==> src/switch_pkg.sv <==
package switch_pkg;

    // Width of every data word in the switch
    localparam int data_width = 6;

    // Bit of the word that selects the egress port
    // 0 goes to egress 0, 1 goes to egress 1
    localparam int dest_bit = 5;

    // FIFO operation requested or accepted in one cycle
    typedef enum logic [1:0] {
        op_idle = 2'b00,    // No strobe
        op_push = 2'b01,    // Write only
        op_pop  = 2'b10,    // Read only
        op_both = 2'b11     // Write and read together
    } fifo_op_e;

endpackage

==> src/fifo_if.sv <==
`timescale 1ns/10ps

// Push side of a FIFO
interface fifo_if;

    logic                              push;   // Write strobe
    logic [switch_pkg::data_width-1:0] data;   // Word to write
    logic                              pause;  // Level at or above almost-full threshold
    logic                              full;

    modport producer (
        output push,
        output data,
        input  pause,
        input  full
    );

    // Mirror of the producer side
    modport fifo (
        input  push,
        input  data,
        output pause,
        output full
    );

endinterface

==> src/dual_port_memory.sv <==
`timescale 1ns/10ps

module dual_port_memory #(
    parameter int addr_width = 2
) (
    input  logic                             clk,
    input  logic                             write_enable,
    input  logic [addr_width-1:0]            write_address,
    input  logic [switch_pkg::data_width-1:0] data_in,
    input  logic                             read_enable,
    input  logic [addr_width-1:0]            read_address,
    output logic [switch_pkg::data_width-1:0] data_out
);

    localparam int depth = 1 << addr_width;

    logic [switch_pkg::data_width-1:0] mem [0:depth-1];

    // Write port
    always_ff @(posedge clk) begin
        if (write_enable) begin
            mem[write_address] <= data_in;
        end
    end

    // Read port, word shows up the cycle after the strobe
    always_ff @(posedge clk) begin
        if (read_enable) begin
            data_out <= mem[read_address];
        end
    end

endmodule

==> src/fifo.sv <==
`timescale 1ns/10ps

module fifo #(
    parameter int addr_width      = 3,
    parameter int almost_empty_th = 2,
    parameter int almost_full_th  = 6
) (
    input  logic                              clk,
    input  logic                              reset_L,
    fifo_if.fifo                              wr,
    input  logic                              pop,
    output logic [switch_pkg::data_width-1:0] data_out,
    output logic                              empty,
    output logic                              almost_empty,
    output logic                              almost_full,
    output logic [addr_width:0]               fill_level,
    output logic                              error
);

    localparam int depth = 1 << addr_width;

    logic [addr_width-1:0] wr_ptr;
    logic [addr_width-1:0] rd_ptr;
    logic                  full;
    logic                  push_ok;
    logic                  pop_ok;
    logic                  push_err;
    logic                  pop_err;
    switch_pkg::fifo_op_e  req_op;
    switch_pkg::fifo_op_e  acc_op;

    // Status decoded straight from the counter
    assign empty        = (fill_level == 0);
    assign almost_empty = (fill_level >= 1) && (fill_level <= almost_empty_th);
    assign almost_full  = (fill_level >= almost_full_th) && (fill_level <= depth - 1);
    assign full         = (fill_level == depth);
    assign wr.full      = full;
    assign wr.pause     = (fill_level >= almost_full_th);

    // Requested operation from the two strobes
    always_comb begin
        case ({pop, wr.push})
            2'b01:   req_op = switch_pkg::op_push;
            2'b10:   req_op = switch_pkg::op_pop;
            2'b11:   req_op = switch_pkg::op_both;
            default: req_op = switch_pkg::op_idle;
        endcase
    end

    // Drop what the FIFO cannot take
    always_comb begin
        acc_op   = req_op;
        push_err = 1'b0;
        pop_err  = 1'b0;
        case (req_op)
            switch_pkg::op_push: begin
                if (full) begin
                    acc_op   = switch_pkg::op_idle;
                    push_err = 1'b1;
                end
            end
            switch_pkg::op_pop: begin
                if (empty) begin
                    acc_op  = switch_pkg::op_idle;
                    pop_err = 1'b1;
                end
            end
            switch_pkg::op_both: begin
                if (full) begin             // Only the read goes through
                    acc_op   = switch_pkg::op_pop;
                    push_err = 1'b1;
                end else if (empty) begin   // Only the write goes through
                    acc_op  = switch_pkg::op_push;
                    pop_err = 1'b1;
                end
            end
            default: ;
        endcase
    end

    assign push_ok = (acc_op == switch_pkg::op_push) || (acc_op == switch_pkg::op_both);
    assign pop_ok  = (acc_op == switch_pkg::op_pop) || (acc_op == switch_pkg::op_both);

    always_ff @(posedge clk) begin
        if (!reset_L) begin
            wr_ptr     <= '0;
            rd_ptr     <= '0;
            fill_level <= '0;
            error      <= 1'b0;
        end else begin
            if (push_ok) wr_ptr <= wr_ptr + 1'b1;
            if (pop_ok) rd_ptr <= rd_ptr + 1'b1;
            case (acc_op)
                switch_pkg::op_push: fill_level <= fill_level + 1'b1;
                switch_pkg::op_pop:  fill_level <= fill_level - 1'b1;
                default:             ;   // Idle or both keeps the level
            endcase
            error <= push_err | pop_err;    // One-cycle pulse
        end
    end

    dual_port_memory #(
        .addr_width (addr_width)
    ) mem_i (
        .clk           (clk),
        .write_enable  (push_ok),
        .write_address (wr_ptr),
        .data_in       (wr.data),
        .read_enable   (pop_ok),
        .read_address  (rd_ptr),
        .data_out      (data_out)
    );

endmodule

==> src/packet_router.sv <==
`timescale 1ns/10ps

module packet_router (
    input  logic                              clk,
    input  logic                              reset_L,

    // Pop side of the ingress FIFO
    input  logic [switch_pkg::data_width-1:0] in_data,
    input  logic                              in_empty,
    output logic                              in_pop,

    // Push sides of the egress FIFOs
    fifo_if.producer                          egress0,
    fifo_if.producer                          egress1
);

    logic in_valid;     // Popped word is on in_data this cycle
    logic to_port1;

    // Stop popping as soon as either egress asks for a pause
    assign in_pop = !in_empty && !egress0.pause && !egress1.pause;

    always_ff @(posedge clk) begin
        if (!reset_L) begin
            in_valid <= 1'b0;
        end else begin
            in_valid <= in_pop;     // Ingress read data lags the pop by one cycle
        end
    end

    assign to_port1 = in_data[switch_pkg::dest_bit];

    // Steer the word by its destination bit
    assign egress0.push = in_valid && !to_port1;
    assign egress1.push = in_valid && to_port1;

    // Both ports see the word, only the selected one gets the strobe
    assign egress0.data = in_data;
    assign egress1.data = in_data;

endmodule

==> src/switch_top.sv <==
`timescale 1ns/10ps

module switch_top #(
    parameter int in_addr_width      = 3,
    parameter int in_almost_empty_th = 2,
    parameter int in_almost_full_th  = 6,
    parameter int eg_addr_width      = 2,
    parameter int eg_almost_empty_th = 1,
    parameter int eg_almost_full_th  = 2
) (
    input  logic                              clk,
    input  logic                              reset_L,

    // Switch input
    input  logic                              push,
    input  logic [switch_pkg::data_width-1:0] data_in,
    output logic                              in_full,
    output logic                              in_pause,
    output logic                              in_almost_full,
    output logic                              in_error,

    // Egress pop sides
    input  logic                              pop0,
    input  logic                              pop1,
    output logic [switch_pkg::data_width-1:0] data_out0,
    output logic [switch_pkg::data_width-1:0] data_out1,
    output logic                              empty0,
    output logic                              empty1,
    output logic                              almost_empty0,
    output logic                              almost_empty1,
    output logic                              almost_full0,
    output logic                              almost_full1,
    output logic [eg_addr_width:0]            fill_level0,
    output logic [eg_addr_width:0]            fill_level1,
    output logic                              error0,
    output logic                              error1
);

    logic [switch_pkg::data_width-1:0] ing_data;
    logic                              ing_empty;
    logic                              ing_pop;

    fifo_if in_if ();
    fifo_if eg0_if ();
    fifo_if eg1_if ();

    // Input ports onto the ingress push side
    assign in_if.push = push;
    assign in_if.data = data_in;
    assign in_full    = in_if.full;
    assign in_pause   = in_if.pause;

    fifo #(
        .addr_width      (in_addr_width),
        .almost_empty_th (in_almost_empty_th),
        .almost_full_th  (in_almost_full_th)
    ) ingress_fifo (
        .clk          (clk),
        .reset_L      (reset_L),
        .wr           (in_if),
        .pop          (ing_pop),
        .data_out     (ing_data),
        .empty        (ing_empty),
        .almost_empty (),
        .almost_full  (in_almost_full),
        .fill_level   (),
        .error        (in_error)
    );

    packet_router router_i (
        .clk      (clk),
        .reset_L  (reset_L),
        .in_data  (ing_data),
        .in_empty (ing_empty),
        .in_pop   (ing_pop),
        .egress0  (eg0_if),
        .egress1  (eg1_if)
    );

    fifo #(
        .addr_width      (eg_addr_width),
        .almost_empty_th (eg_almost_empty_th),
        .almost_full_th  (eg_almost_full_th)
    ) egress0_fifo (
        .clk          (clk),
        .reset_L      (reset_L),
        .wr           (eg0_if),
        .pop          (pop0),
        .data_out     (data_out0),
        .empty        (empty0),
        .almost_empty (almost_empty0),
        .almost_full  (almost_full0),
        .fill_level   (fill_level0),
        .error        (error0)
    );

    fifo #(
        .addr_width      (eg_addr_width),
        .almost_empty_th (eg_almost_empty_th),
        .almost_full_th  (eg_almost_full_th)
    ) egress1_fifo (
        .clk          (clk),
        .reset_L      (reset_L),
        .wr           (eg1_if),
        .pop          (pop1),
        .data_out     (data_out1),
        .empty        (empty1),
        .almost_empty (almost_empty1),
        .almost_full  (almost_full1),
        .fill_level   (fill_level1),
        .error        (error1)
    );

endmodule

==> config.mk <==
export PLATFORM = sky130hd
export DESIGN_NAME = switch_top
export DESIGN_NICKNAME = d
export VERILOG_FILES = /design/src/switch_pkg.sv /design/src/fifo_if.sv /design/src/dual_port_memory.sv /design/src/fifo.sv /design/src/packet_router.sv /design/src/switch_top.sv
export SDC_FILE = /design/constraint.sdc
export NUM_CORES = 1
export LEC_CHECK = 0
export ABC_AREA = 1
export BUFFER_PORTS_ARGS = -buffer_cell sky130_fd_sc_hd__buf_4
export CELL_PAD_IN_SITES_DETAIL_PLACEMENT = 0
export CELL_PAD_IN_SITES_GLOBAL_PLACEMENT = 1
export CORE_MARGIN = 1
export CORE_UTILIZATION = 44
export CTS_CLUSTER_DIAMETER = 100
export DETAILED_ROUTE_END_ITERATION = 8
export PLACE_DENSITY = 0.73
export SLEW_MARGIN = 20
export SYNTH_ARGS = -nofsm -noshare
export SYNTH_HDL_FRONTEND = slang
export SYNTH_SLANG_ARGS = --single-unit
==> constraint.sdc <==
create_clock -name clk -period 2.2 [get_ports clk]
set_input_delay 0.44 -clock clk [delete_from_list [all_inputs] [get_ports clk]]
set_output_delay 0.44 -clock clk [all_outputs]
set_load 0.02 [all_outputs]
======== Word-level counts from Yosys, hierarchy flattened ========
Memory sizes are Yosys's and may differ from the RTL's. A register that Yosys moved wholly into a read port is not among the register bits.
Index checks and enable logic that the tools add are counted.
storage, ports and cells
  register bits ........................... 28
  latch bits .............................. 0
  bits in writable memories ............... 96
  ROM bits ................................ 0
  word-level logic and storage cells ...... 141
  memories ................................ 3
operators by class
  $add $sub $neg .......................... 12
  multipliers ............................. 0
  divide/modulo/power cells ............... 0
  magnitude comparators ................... 10
  eq/ne operators ......................... 30
  shifts and indexed selects .............. 0
  muxes and demuxes ....................... 42
  bitwise logic cells ..................... 3
  reduce and logical (&&, ||, !) cells .... 28
memory list
  name                    depth  bits a word  rd ports  clocked after memory_dff  write ports  RTL line                text
  ingress_fifo.mem_i.mem  8      6            1         1                         1            dual_port_memory.sv:17  logic [switch_pkg::data_width-1:0] mem [0:depth-1];
  egress0_fifo.mem_i.mem  4      6            1         1                         1            dual_port_memory.sv:17
  egress1_fifo.mem_i.mem  4      6            1         1                         1            dual_port_memory.sv:17
operators with widths
  kind                                                                               count
  2-bit == test (second input constant)                                              18
  2-bit one-hot mux with 3 select lines                                              6
  2-bit two-way mux                                                                  12
  2-bit by 1-bit == test with 1-bit output (second input constant)                   9
  1-bit two-way mux                                                                  18
  3-bit by 1-bit adder with 3-bit output (second input constant)                     4
  3-bit one-hot mux with 2 select lines                                              2
  1-bit logical AND                                                                  9
  2-bit by 1-bit adder with 2-bit output (second input constant)                     4
  4-bit one-hot mux with 2 select lines                                              1
  3-bit == test (second input constant)                                              2
  3-bit by 1-bit >= comparator with 1-bit output (second input constant)             2
  3-bit by 2-bit >= comparator with 1-bit output (second input constant)             2
  3-bit by 1-bit less-or-equal comparator with 1-bit output (second input constant)  2
  3-bit by 2-bit less-or-equal comparator with 1-bit output (second input constant)  2
  3-bit zero test                                                                    2
  1-bit logical OR                                                                   6
  1-bit one-hot mux with 2 select lines                                              3
  2-bit nonzero test                                                                 3
  2-bit OR reduction                                                                 3
  3-bit by 1-bit subtractor with 3-bit output (second input constant)                2
  4-bit by 1-bit adder with 4-bit output (second input constant)                     1
  4-bit == test (second input constant)                                              1
  4-bit by 3-bit >= comparator with 1-bit output (second input constant)             1
  5 further kinds                                                                    10

======== Longest topological paths before layout ========
Gate-level depths: netlist of the first run.
  depth in word-level cells ............... 13
  gate-level depth with buffers ........... 15

======== Modules after synthesis ========
A second synthesis of the first run with hierarchy kept.
unflattened totals
  cell total of the unflattened synthesis .. 712
  area, all modules ....................... 6671.4 µm²
by module, submodules not included
  module                                     instances  cells each  area an instance (µm²)  seq. area each (µm²)
  dual_port_memory (egress0_fifo.mem_i ...)  2          107         1221.2                  900.9
  dual_port_memory (ingress_fifo.mem_i)      1          231         2351.0                  1621.6
  fifo (egress0_fifo ...)                    2          79          539.3                   160.2
  fifo (ingress_fifo)                        1          86          649.4                   220.2
  packet_router                              1          23          150.1                   20.0

======== Worst setup path before layout of the first run ========
OpenSTA, ideal clock, no wires.
  kind .................................... register to register
  start point ............................. register egress0_fifo.fill_level[0]
  end point ............................... register ingress_fifo.fill_level[2]
  setup time .............................. 0.115 ns
  arrival ................................. 2.115 ns
  data required time ...................... 2.085 ns
  setup slack ............................. -0.031 ns
  stages on the path, launching flop included .. 12
  buffers on the path ..................... 0
  clock period less this slack ............ 2.231 ns
  path through ............................ dfxtp_1 inv_1 ha_1 nor2_1 nand3_1 inv_1 ha_1 inv_1 fa_1 xnor2_1 o21ai_0 inv_1
on the way
  cells in the longest elaborated chain, start to end .. 11
  elaborated cells between the ends (all ways) .. 20
ends and longest elaborated chain
  element                                                                             RTL line             text
  start, declared                                                                     fifo.sv:16           output logic [addr_width:0] fill_level,
  start signal, assigned                                                              fifo.sv:94           switch_pkg::op_push: fill_level <= fill_level + 1'b1;
  start signal, assigned                                                              fifo.sv:95           switch_pkg::op_pop: fill_level <= fill_level - 1'b1;
  3-bit by 2-bit >= comparator with 1-bit output *                                    fifo.sv:38           assign wr.pause = (fill_level >= almost_full_th);
  1-bit zero test *                                                                   packet_router.sv:21  assign in_pop = !in_empty && !egress0.pause && !egress1.pause;
  1-bit logical AND * (2 in series)                                                   packet_router.sv:21
  2-bit == test / 2-bit by 1-bit == test with 1-bit output (equally long branches)    fifo.sv:42           case ({pop, wr.push})
  2-bit one-hot mux with 3 select lines *                                             fifo.sv:42
  2-bit two-way mux                                                                   fifo.sv:72           end else if (empty) begin
  2-bit two-way mux                                                                   fifo.sv:69           if (full) begin
  2-bit one-hot mux with 3 select lines *                                             fifo.sv:55           case (req_op)
  2-bit == test / 2-bit by 1-bit == test with 1-bit output (equally long branches)    fifo.sv:93           case (acc_op)
  4-bit one-hot mux with 2 select lines / 2-bit nonzero test (equally long branches)  n/a
  end signal, assigned                                                                fifo.sv:94
  end signal, assigned                                                                fifo.sv:95
  end, declared                                                                       fifo.sv:16
Mark *: on every way between the ends. The rest lies on a longest branch, timed or not.
A chain may end at the register's enable or synchronous reset.

======== Final worst setup path of the first run ========
Ends and elaborated chain as after synthesis.

==> results of run 1 <==
kinds of logic (layout without fill, tap and decap cells):
group,count (synthesis),in the layout
DFF,142,142
buffers and inverters,70,152
xor gates and xnor gates,4,4
and+or+nand+nor,141,141
adders and majority gates,31,31
AOI/OAI and AO/OA,126,126
report_power, final:
| group | internal [W] | total, W | switching [W] |
|---|---|---|---|
| Combinational | 0.00112 | 0.00301 | 0.00189 |
| Clock | 0.00148 | 0.00266 | 0.00118 |
| Sequential | 0.00356 | 0.00389 | 0.000327 |
| Total | 0.00616 | 0.00956 | 0.00340 |
layout make-up:
class | instances | area [µm²] | share of cell area, %
clock buffer | 17 | 425.4 | 5.925
clock inverter | 15 | 131.4 | 1.830
inverter | 56 | 217.7 | 3.032
multi-input combinational | 302 | 1715 | 23.89
sequential | 142 | 3989 | 55.56
tap | 176 | 220.2 | 3.067
timing repair buffer | 64 | 480.5 | 6.692
through the flow:
step / setup TNS [ns] / util [%] / std cells / worst slack, ns
6_report: 0 / 54.21 / 772 / 0.1338
5_1_grt: -0.003871 / 54.21 / 772 / -0.003871
4_1_cts: 0 / 54.02 / 772 / 0.04015
3_5_place_dp: 0 / 49.79 / 740 / 0.001854
3_3_place_gp: 0 / 49.79 / 740 / 0.1036
2_1_floorplan: 0 / - / 514 / 0.09215
worst paths after layout:
check | end | slack [ns] | depth (start not counted)
max | ingress_fifo.fill_level[2]$_SDFFE_PN0P_ | 0.13 | 11
min | ingress_fifo.mem_i.mem[2][4]$_DFFE_PP_ | 0.25 | 1
max reg2reg | ingress_fifo.fill_level[2]$_SDFFE_PN0P_ | 0.13 | 11
min reg2reg | ingress_fifo.wr_ptr[2]$_SDFFE_PN0P_ | 0.53 | 2
cells in the final DEF, fill, tap and decap left out, types with 17 or more instances in the layout:
cell       instances
a21oi_1           27
edfxtp_1         114
clkbuf_16         17
o21ai_0           69
nor2_1            75
ha_1              28
dfxtp_1           26
buf_4             64
nand2_1           44
inv_1             52
o22ai_1           25
routing by layer:
metal / part of all wire (%) / vias to the layer above / track usage, %
li1: - / 1935 / -
met1: 45 / 1785 / 20.67
met2: 50 / 67 / 29.50
met3: 3.0 / 17 / 4.585
met4: 1.8 / 0 / 7.991
met5: 0 / - / 0
what timing repair did:
item	in CTS	in global routing
resized for setup	1	11
buffers inserted	0	0
setup endpoints to repair	2	37
registers in the layout, indices dropped and copies added, names as in the netlist, 2 cells and up:
name                         flops
egress1_fifo.mem_i.data_out      6
ingress_fifo.mem_i.data_out      6
egress1_fifo.fill_level          3
egress0_fifo.mem_i.mem          24
egress0_fifo.mem_i.data_out      6
egress1_fifo.mem_i.mem          24
egress0_fifo.fill_level          3
ingress_fifo.wr_ptr              3
ingress_fifo.mem_i.mem          48
egress0_fifo.wr_ptr              2
ingress_fifo.fill_level          4
ingress_fifo.rd_ptr              3
egress0_fifo.rd_ptr              2
egress1_fifo.rd_ptr              2
egress1_fifo.wr_ptr              2
critical path, cell delays in order, from the launching register on:
cell and delay [ns]:
dfxtp_4 0.37, inv_2 0.06, ha_1 0.21, nor2_1 0.10, nand3_1 0.08, inv_1 0.09, ha_2 0.22, inv_1 0.09
fa_1 0.44, xnor2_1 0.13, o21ai_1 0.12, inv_1 0.05
==> out/qor.yml, run 1 <==
floorplanning:
  die_area_mm2: 0.01407
  start_util_pct: 45.18
  io_pins: 41
  num_rows: 42
  core_mm2: 0.01324
  die_w_um: 118.6
  die_y_um: 118.6
routing:
  routed_wl_mm: 11.16
  ant_nets: 0
  post_drt_wl_per_cell_um: 14.45
  vias_per_cell: 4.927
  drtIter0Drc: 304
  drc_errors: 0
  dr_total_vias: 3804
  first_pass_iters: 4
synthesis:
  synth_top_area_cell: "edfxtp_1"
  syn_nets: 556
  synth_compound_area_share_pct: 11.19
  ys_types: 31
  async_reset_ff_share_pct: 0
  synth_commonest_cells: "edfxtp_1, nor2_1, o21ai_0"
  synth_warnings: 0
  yosys.cell_count.top_type: "edfxtp_1"
  ys_seq_area_share_pct: 66.58
  synthFlopType: "edfxtp_1"
  avgSynthCellArea_um2: 11.64
  ys_ff_latch: 142
  synth_simple_gate_area_share_pct: 9.870
  synth_edf_count: 114
  synth_top_family_by_area: "compound AO/OA/AOI/OAI gates"
  netlist_area_mm2: 0.005983
  synth_xor_area_share_pct: 0.5855
  synth_area_leaders: "edfxtp_1, dfxtp_1, ha_1"
  synth_mux_area_share_pct: 0
  synth_top_area_share_pct: 57.21
  syn-instance-count: 514
  yosys.area_share.adder_pct: 6.608
grt:
  grt_max_degree: 28
  grt.total_usage_pct: 17.41
  grt_overflow: 0
  antenna_found_initial: 0
  grt_pass1_vias: 3722
  grt_pass1_wl_mm: 18.58
setup_path:
  cp-end-kind: "flop"
  start_kind: "flop"
  critPathKind: "flop to flop"
  crit_required_ns: 2.52
  startpoint: "egress0_fifo.fill_level[0]$_SDFFE_PN0P_"
  cp_max_fo: 5
  critPathArrivalTime_ns: 2.39
  rr_startpoint: "egress0_fifo.fill_level[0]$_SDFFE_PN0P_"
timing:
  holdWs_ns: 0.2491
  setup_viol: 0
  finClkSkew_ns: 0.006437
  hold_viol_final: 0
  period_minus_slack_ns: 2.066
  worstMarginPinSlew_ns: 0.6012
  rsz0062_at_grt: "yes"
  drv_slew: 0
  fin_crit_sh_pct: 93.92
  relSlewSlack_pct: 59.77
  fmax_ghz: 0.4840
run:
  drv_cap: 0
power:
  power_density_mw_per_mm2: 1331
  leakage_nw: 2.792
  peakVddDrop_uv: 582.5
  p_total_w: 0.009556
place:
  io_buffers: 40
  post-dp-hpwl_mm: 7.722
  placed_cell_area_mm2: 0.006594
  gp_congestion: 0.8463
finish:
  drive_above_1_share_pct: 19.13
  nets: 625
  stdcell_area_mm2: 0.007179
  nFillCells: 1178
  syn_to_final_growth_pct: 19.99
  diodes: 0
outcome:
  status: "finished clean"
clock_network:
  cts_buffer_depth: 2
  clkTransAtPathRegs_ns: 0.06
  clkLatencyLatePin_ns: 0.42
  cts.sinks: 142
  h-tree-depth: 4
  cts_tree: "yes"
  cts_hold_buf: 0
  root_buffer: "clkbuf_16"
  cts_made_buffers: 17
worst_hold_path:
  min_path_type: "input port to flop"
  hp-start: "data_in[4]"
(Power assumes the default switching activity.)
==> run 2: changes to the inputs <==
Settings changed: CORE_UTILIZATION 44 to 48, PLACE_DENSITY 0.73 to 0.75.
Clock period 2.2 ns to 2 ns, I/O delays scaled along.
==> out/qor.yml, run 2 (synthesized netlist as in run 1, its figures left out) <==
clock_network:
  cts.sinks: 142
  clkLatencyLatePin_ns: 0.42
  h-tree-depth: 4
  root_buffer: "clkbuf_16"
  cts_tree: "yes"
  clkTransAtPathRegs_ns: 0.06
  cts_buffer_depth: 2
  cts_made_buffers: 17
  cts_hold_buf: 0
worst_hold_path:
  min_path_type: "input port to flop"
finish:
  nets: 646
  final_cell_mix: "edfxtp_1, buf_4, nor2_1"
  largest-register: "ingress_fifo.mem_i.mem"
  top_regs: "ingress_fifo.mem_i.mem (48), egress0_fifo.mem_i.mem (24), egress1_fifo.mem_i.mem (24)"
  final_core_util_pct: 61.32
  diodes: 0
  final_common_cell: "edfxtp_1"
  syn_to_final_growth_pct: 23.61
  largest_reg_flops: 48
  drive_above_1_share_pct: 22.85
timing:
  hold_viol_final: 0
  fin_crit_sh_pct: 97.30
  setup_viol: 0
  worstMarginPinSlew_ns: 0.4501
  finClkSkew_ns: 0.006794
  fmax_ghz: 0.5139
  relSlewSlack_pct: 69.96
  holdWs_ns: 0.2091
  drv_slew: 0
  period_minus_slack_ns: 1.946
setup_path:
  critPathArrivalTime_ns: 1.55
  start_kind: "flop"
  crit_required_ns: 1.60
  cp_max_fo: 4
  reg2reg_slack_ns: 0.08
  cp-end-kind: "output pin"
  critPathKind: "flop to output pin"
floorplanning:
  num_rows: 40
  die_w_um: 113.6
  io_pins: 41
  die_y_um: 113.6
  core_mm2: 0.01206
  start_util_pct: 49.61
  die_area_mm2: 0.01292
routing:
  dr_total_vias: 3877
  wl_met1_mm: 4.988
  drc_errors: 0
  post_drt_wl_per_cell_um: 14.75
  routed.top_layer: "met4"
  drtIter0Drc: 261
  first_pass_iters: 4
  met2_length_mm: 6.028
  vias_per_cell: 4.939
  ant_nets: 0
  routed_wl_mm: 11.58
  wl_met3_um: 376
grt:
  grt_overflow: 0
  grt_max_degree: 25
  antenna_found_initial: 0
  grt_pass1_wl_mm: 18.99
  grt.total_usage_pct: 19.90
  grt_pass1_vias: 3836
power:
  peakVddDrop_uv: 741.0
  p_total_w: 0.01106
  leakage_nw: 2.914
  power_density_mw_per_mm2: 1495
outcome:
  status: "finished clean"
place:
  gp_congestion: 0.7968
  post-dp-hpwl_mm: 7.777
  io_buffers: 40
run:
  drv_cap: 0
[run 2: what timing repair did]
action	4_1_cts	5_1_grt
resized for setup	4	16
endpoints found under the setup margin	5	34
buffers inserted	0	1
pin swaps	2	3
hold endpoints to repair	0	0
[run 2: through the flow]
stage	instance area [µm²]	setup slack [ns]	setup TNS (ns)	instances
2_1_floorplan	5995	-0.008248	-0.008248	514
3_3_place_gp	6756	0.02457	0	752
3_5_place_dp	6756	-0.05153	-0.05957	752
4_1_cts	7348	0.006683	0	784
5_1_grt	7396	-0.01508	-0.02451	785
6_report	7396	0.05407	0	785
[run 2: area by class of cell]
| class | instances | area [µm²] |
|---|---|---|
| tap | 168 | 210.2 |
| sequential | 142 | 3994 |
| clock buffer | 20 | 436.7 |
| multi-input combinational | 302 | 1743 |
| clock inverter | 12 | 136.4 |
| timing repair buffer | 85 | 658.1 |
| inverter | 56 | 217.7 |
| fill | 957 | 4666 |
[run 2: power breakdown]
part / internal (W) / switching (W)
combinational: 0.00155 / 0.00219
clock: 0.00185 / 0.00118
sequential: 0.00392 / 0.000367
total: 0.00732 / 0.00374
[run 2: final timing paths]
check                                          start                                endpoint  depth (start not counted)
max          egress0_fifo.fill_level[0]$_SDFFE_PN0P_                            almost_full0                          6
max reg2reg  egress0_fifo.fill_level[0]$_SDFFE_PN0P_  egress0_fifo.mem_i.mem[3][4]$_DFFE_PP_                         11
min                                       data_in[4]  ingress_fifo.mem_i.mem[0][4]$_DFFE_PP_                          1
min reg2reg      ingress_fifo.wr_ptr[1]$_SDFFE_PN0P_     ingress_fifo.wr_ptr[1]$_SDFFE_PN0P_                          2
[run 2: worst max-delay path: stages, from the launching register on]
cell	delay [ns]
dfxtp_4	0.34
buf_4	0.14
ha_2	0.17
ha_2	0.17
o22ai_2	0.11
inv_1	0.07
buf_6	0.13
[run 2: metal layers]
metal / vias up / GRT usage (%)
met5: - / 0
met2: 55 / 34.43
met3: 17 / 5.632
met1: 1824 / 23.23
li1: 1981 / -
met4: 0 / 8.421
==> run 3: changes to the inputs <==
Settings changed: REMOVE_ABC_BUFFERS set to 1.
==> out/qor.yml, run 3 (synthesized netlist as in run 1, its figures left out) <==
place:
  post-dp-hpwl_mm: 7.777
  io_buffers: 40
  gp_congestion: 0.8370
  placed_cell_area_mm2: 0.006755
timing:
  fin_crit_sh_pct: 95.79
  worstMarginPinSlew_ns: 0.4622
  rsz0062_at_grt: "no"
  holdWs_ns: 0.2191
  relSlewSlack_pct: 69.15
  fmax_ghz: 0.5220
  hold_viol_final: 0
  period_minus_slack_ns: 1.916
  setup_viol: 0
  drv_slew: 0
  finClkSkew_ns: 0.006723
clock_network:
  cts_made_buffers: 17
  post_cts_buffers: 0
  cts_tree: "yes"
  cts.sinks: 142
  root_buffer: "clkbuf_16"
  clkLatencyLatePin_ns: 0.41
  clkTransAtPathRegs_ns: 0.06
  h-tree-depth: 4
  cts_buffer_depth: 2
  cts_hold_buf: 0
routing:
  vias_per_cell: 4.992
  drc_errors: 0
  drtIter0Drc: 360
  first_pass_iters: 4
  post_drt_wl_per_cell_um: 14.69
  routed_wl_mm: 11.55
  dr_total_vias: 3924
  ant_nets: 0
setup_path:
  reg2reg_slack_ns: 0.14
  critPathKind: "flop to output pin"
  cp-end-kind: "output pin"
  endpoint: "almost_full0"
  r2r_end: "egress0_fifo.mem_i.mem[0][0]$_DFFE_PP_"
  rr_startpoint: "egress0_fifo.fill_level[0]$_SDFFE_PN0P_"
  critPathArrivalTime_ns: 1.52
  r2r_cells: 11
  crit_required_ns: 1.60
  cp_max_fo: 5
  start_kind: "flop"
  startpoint: "egress0_fifo.fill_level[1]$_SDFFE_PN0P_"
finish:
  syn_to_final_growth_pct: 24.70
  largest-register: "ingress_fifo.mem_i.mem"
  diodes: 0
  drive_above_1_share_pct: 24.11
  nets: 648
  final_common_cell: "edfxtp_1"
  final_cell_mix: "edfxtp_1, buf_4, nor2_1"
  largest_reg_flops: 48
  top_regs: "ingress_fifo.mem_i.mem (48), egress0_fifo.mem_i.mem (24), egress1_fifo.mem_i.mem (24)"
  stdcell_area_mm2: 0.007461
run:
  drv_cap: 0
power:
  leakage_nw: 2.928
  peakVddDrop_uv: 858.2
  power_density_mw_per_mm2: 1510
grt:
  grt.total_usage_pct: 19.60
  grt_overflow: 0
  grt_pass1_wl_mm: 18.83
  grt_max_degree: 25
  antenna_found_initial: 0
  grt_pass1_vias: 3835
worst_hold_path:
  min_path_type: "input port to flop"
  hp-start: "data_in[5]"
floorplanning:
  num_rows: 40
  start_util_pct: 49.61
  die_w_um: 113.6
  io_pins: 41
  die_area_mm2: 0.01292
  core_mm2: 0.01206
  die_y_um: 113.6
outcome:
  status: "finished clean"
-- run 3: worst min path at each step --
stage | slack, ns | endpoint | cells past startpoint
global route | 0.21 | ingress_fifo.mem_i.mem[2][2]$_DFFE_PP_ | 1
global placement | 0.50 | egress1_fifo.fill_level[0]$_SDFFE_PN0P_ | 2
floorplan | 0.48 | egress1_fifo.error$_SDFF_PN0_ | 2
CTS | 0.20 | ingress_fifo.mem_i.mem[5][5]$_DFFE_PP_ | 1
finish | 0.22 | ingress_fifo.mem_i.mem[5][5]$_DFFE_PP_ | 1
detailed placement | 0.52 | egress0_fifo.wr_ptr[1]$_SDFFE_PN0P_ | 2
-- run 3: what timing repair did --
item | 4_1_cts | 5_1_grt
endpoints found under the setup margin | 22 | 48
pin swaps | 0 | 3
resized for setup | 12 | 21
-- run 3: critical path, cell delays in order (launching register included) --
cell and delay [ns]:
dfxtp_2 0.34, buf_4 0.14, ha_2 0.16, ha_2 0.17, o22ai_2 0.09, inv_1 0.05, buf_4 0.15
-- run 3: layer usage --
layer	vias up	routed length, µm	global-route usage [%]
met5	-	0	0
met3	12	576	6.004
li1	1967	-	-
met2	90	5714	32.28
met4	0	166	7.982
met1	1855	5090	24.10
-- run 3: report_power, final --
part           total, W  switching, W  internal [W]  leakage (nW)
registers       0.00425      0.000341       0.00391          1.27
clock network   0.00321       0.00114       0.00207         0.293
logic           0.00380       0.00224       0.00157          1.37
total            0.0113       0.00372       0.00755          2.93
-- run 3: area by class of cell --
type / instances / area [µm²]
Fill cell: 943 / 4601
Sequential cell: 142 / 3986
Multi-Input combinational cell: 302 / 1780
Timing Repair Buffer: 87 / 664.4
Clock buffer: 19 / 432.9
Inverter: 56 / 217.7
Tap cell: 168 / 210.2
Clock inverter: 12 / 168.9
-- run 3: through the flow --
stage / TNS [ns] / instances / utilization [%] / worst slack (ns) / power, W
after floorplan: -0.6953 / 500 / - / -0.2309 / 0.006344
final: 0 / 786 / 61.86 / 0.08416 / 0.01127
after global routing: 0 / 786 / 61.86 / 0.003921 / 0.01195
after detailed placement: -0.3588 / 755 / 56.01 / -0.06008 / 0.007885
after global placement: -0.0009650 / 755 / 56.01 / -0.0009650 / 0.007849
after CTS: 0 / 786 / 61.40 / 0.01064 / 0.01126
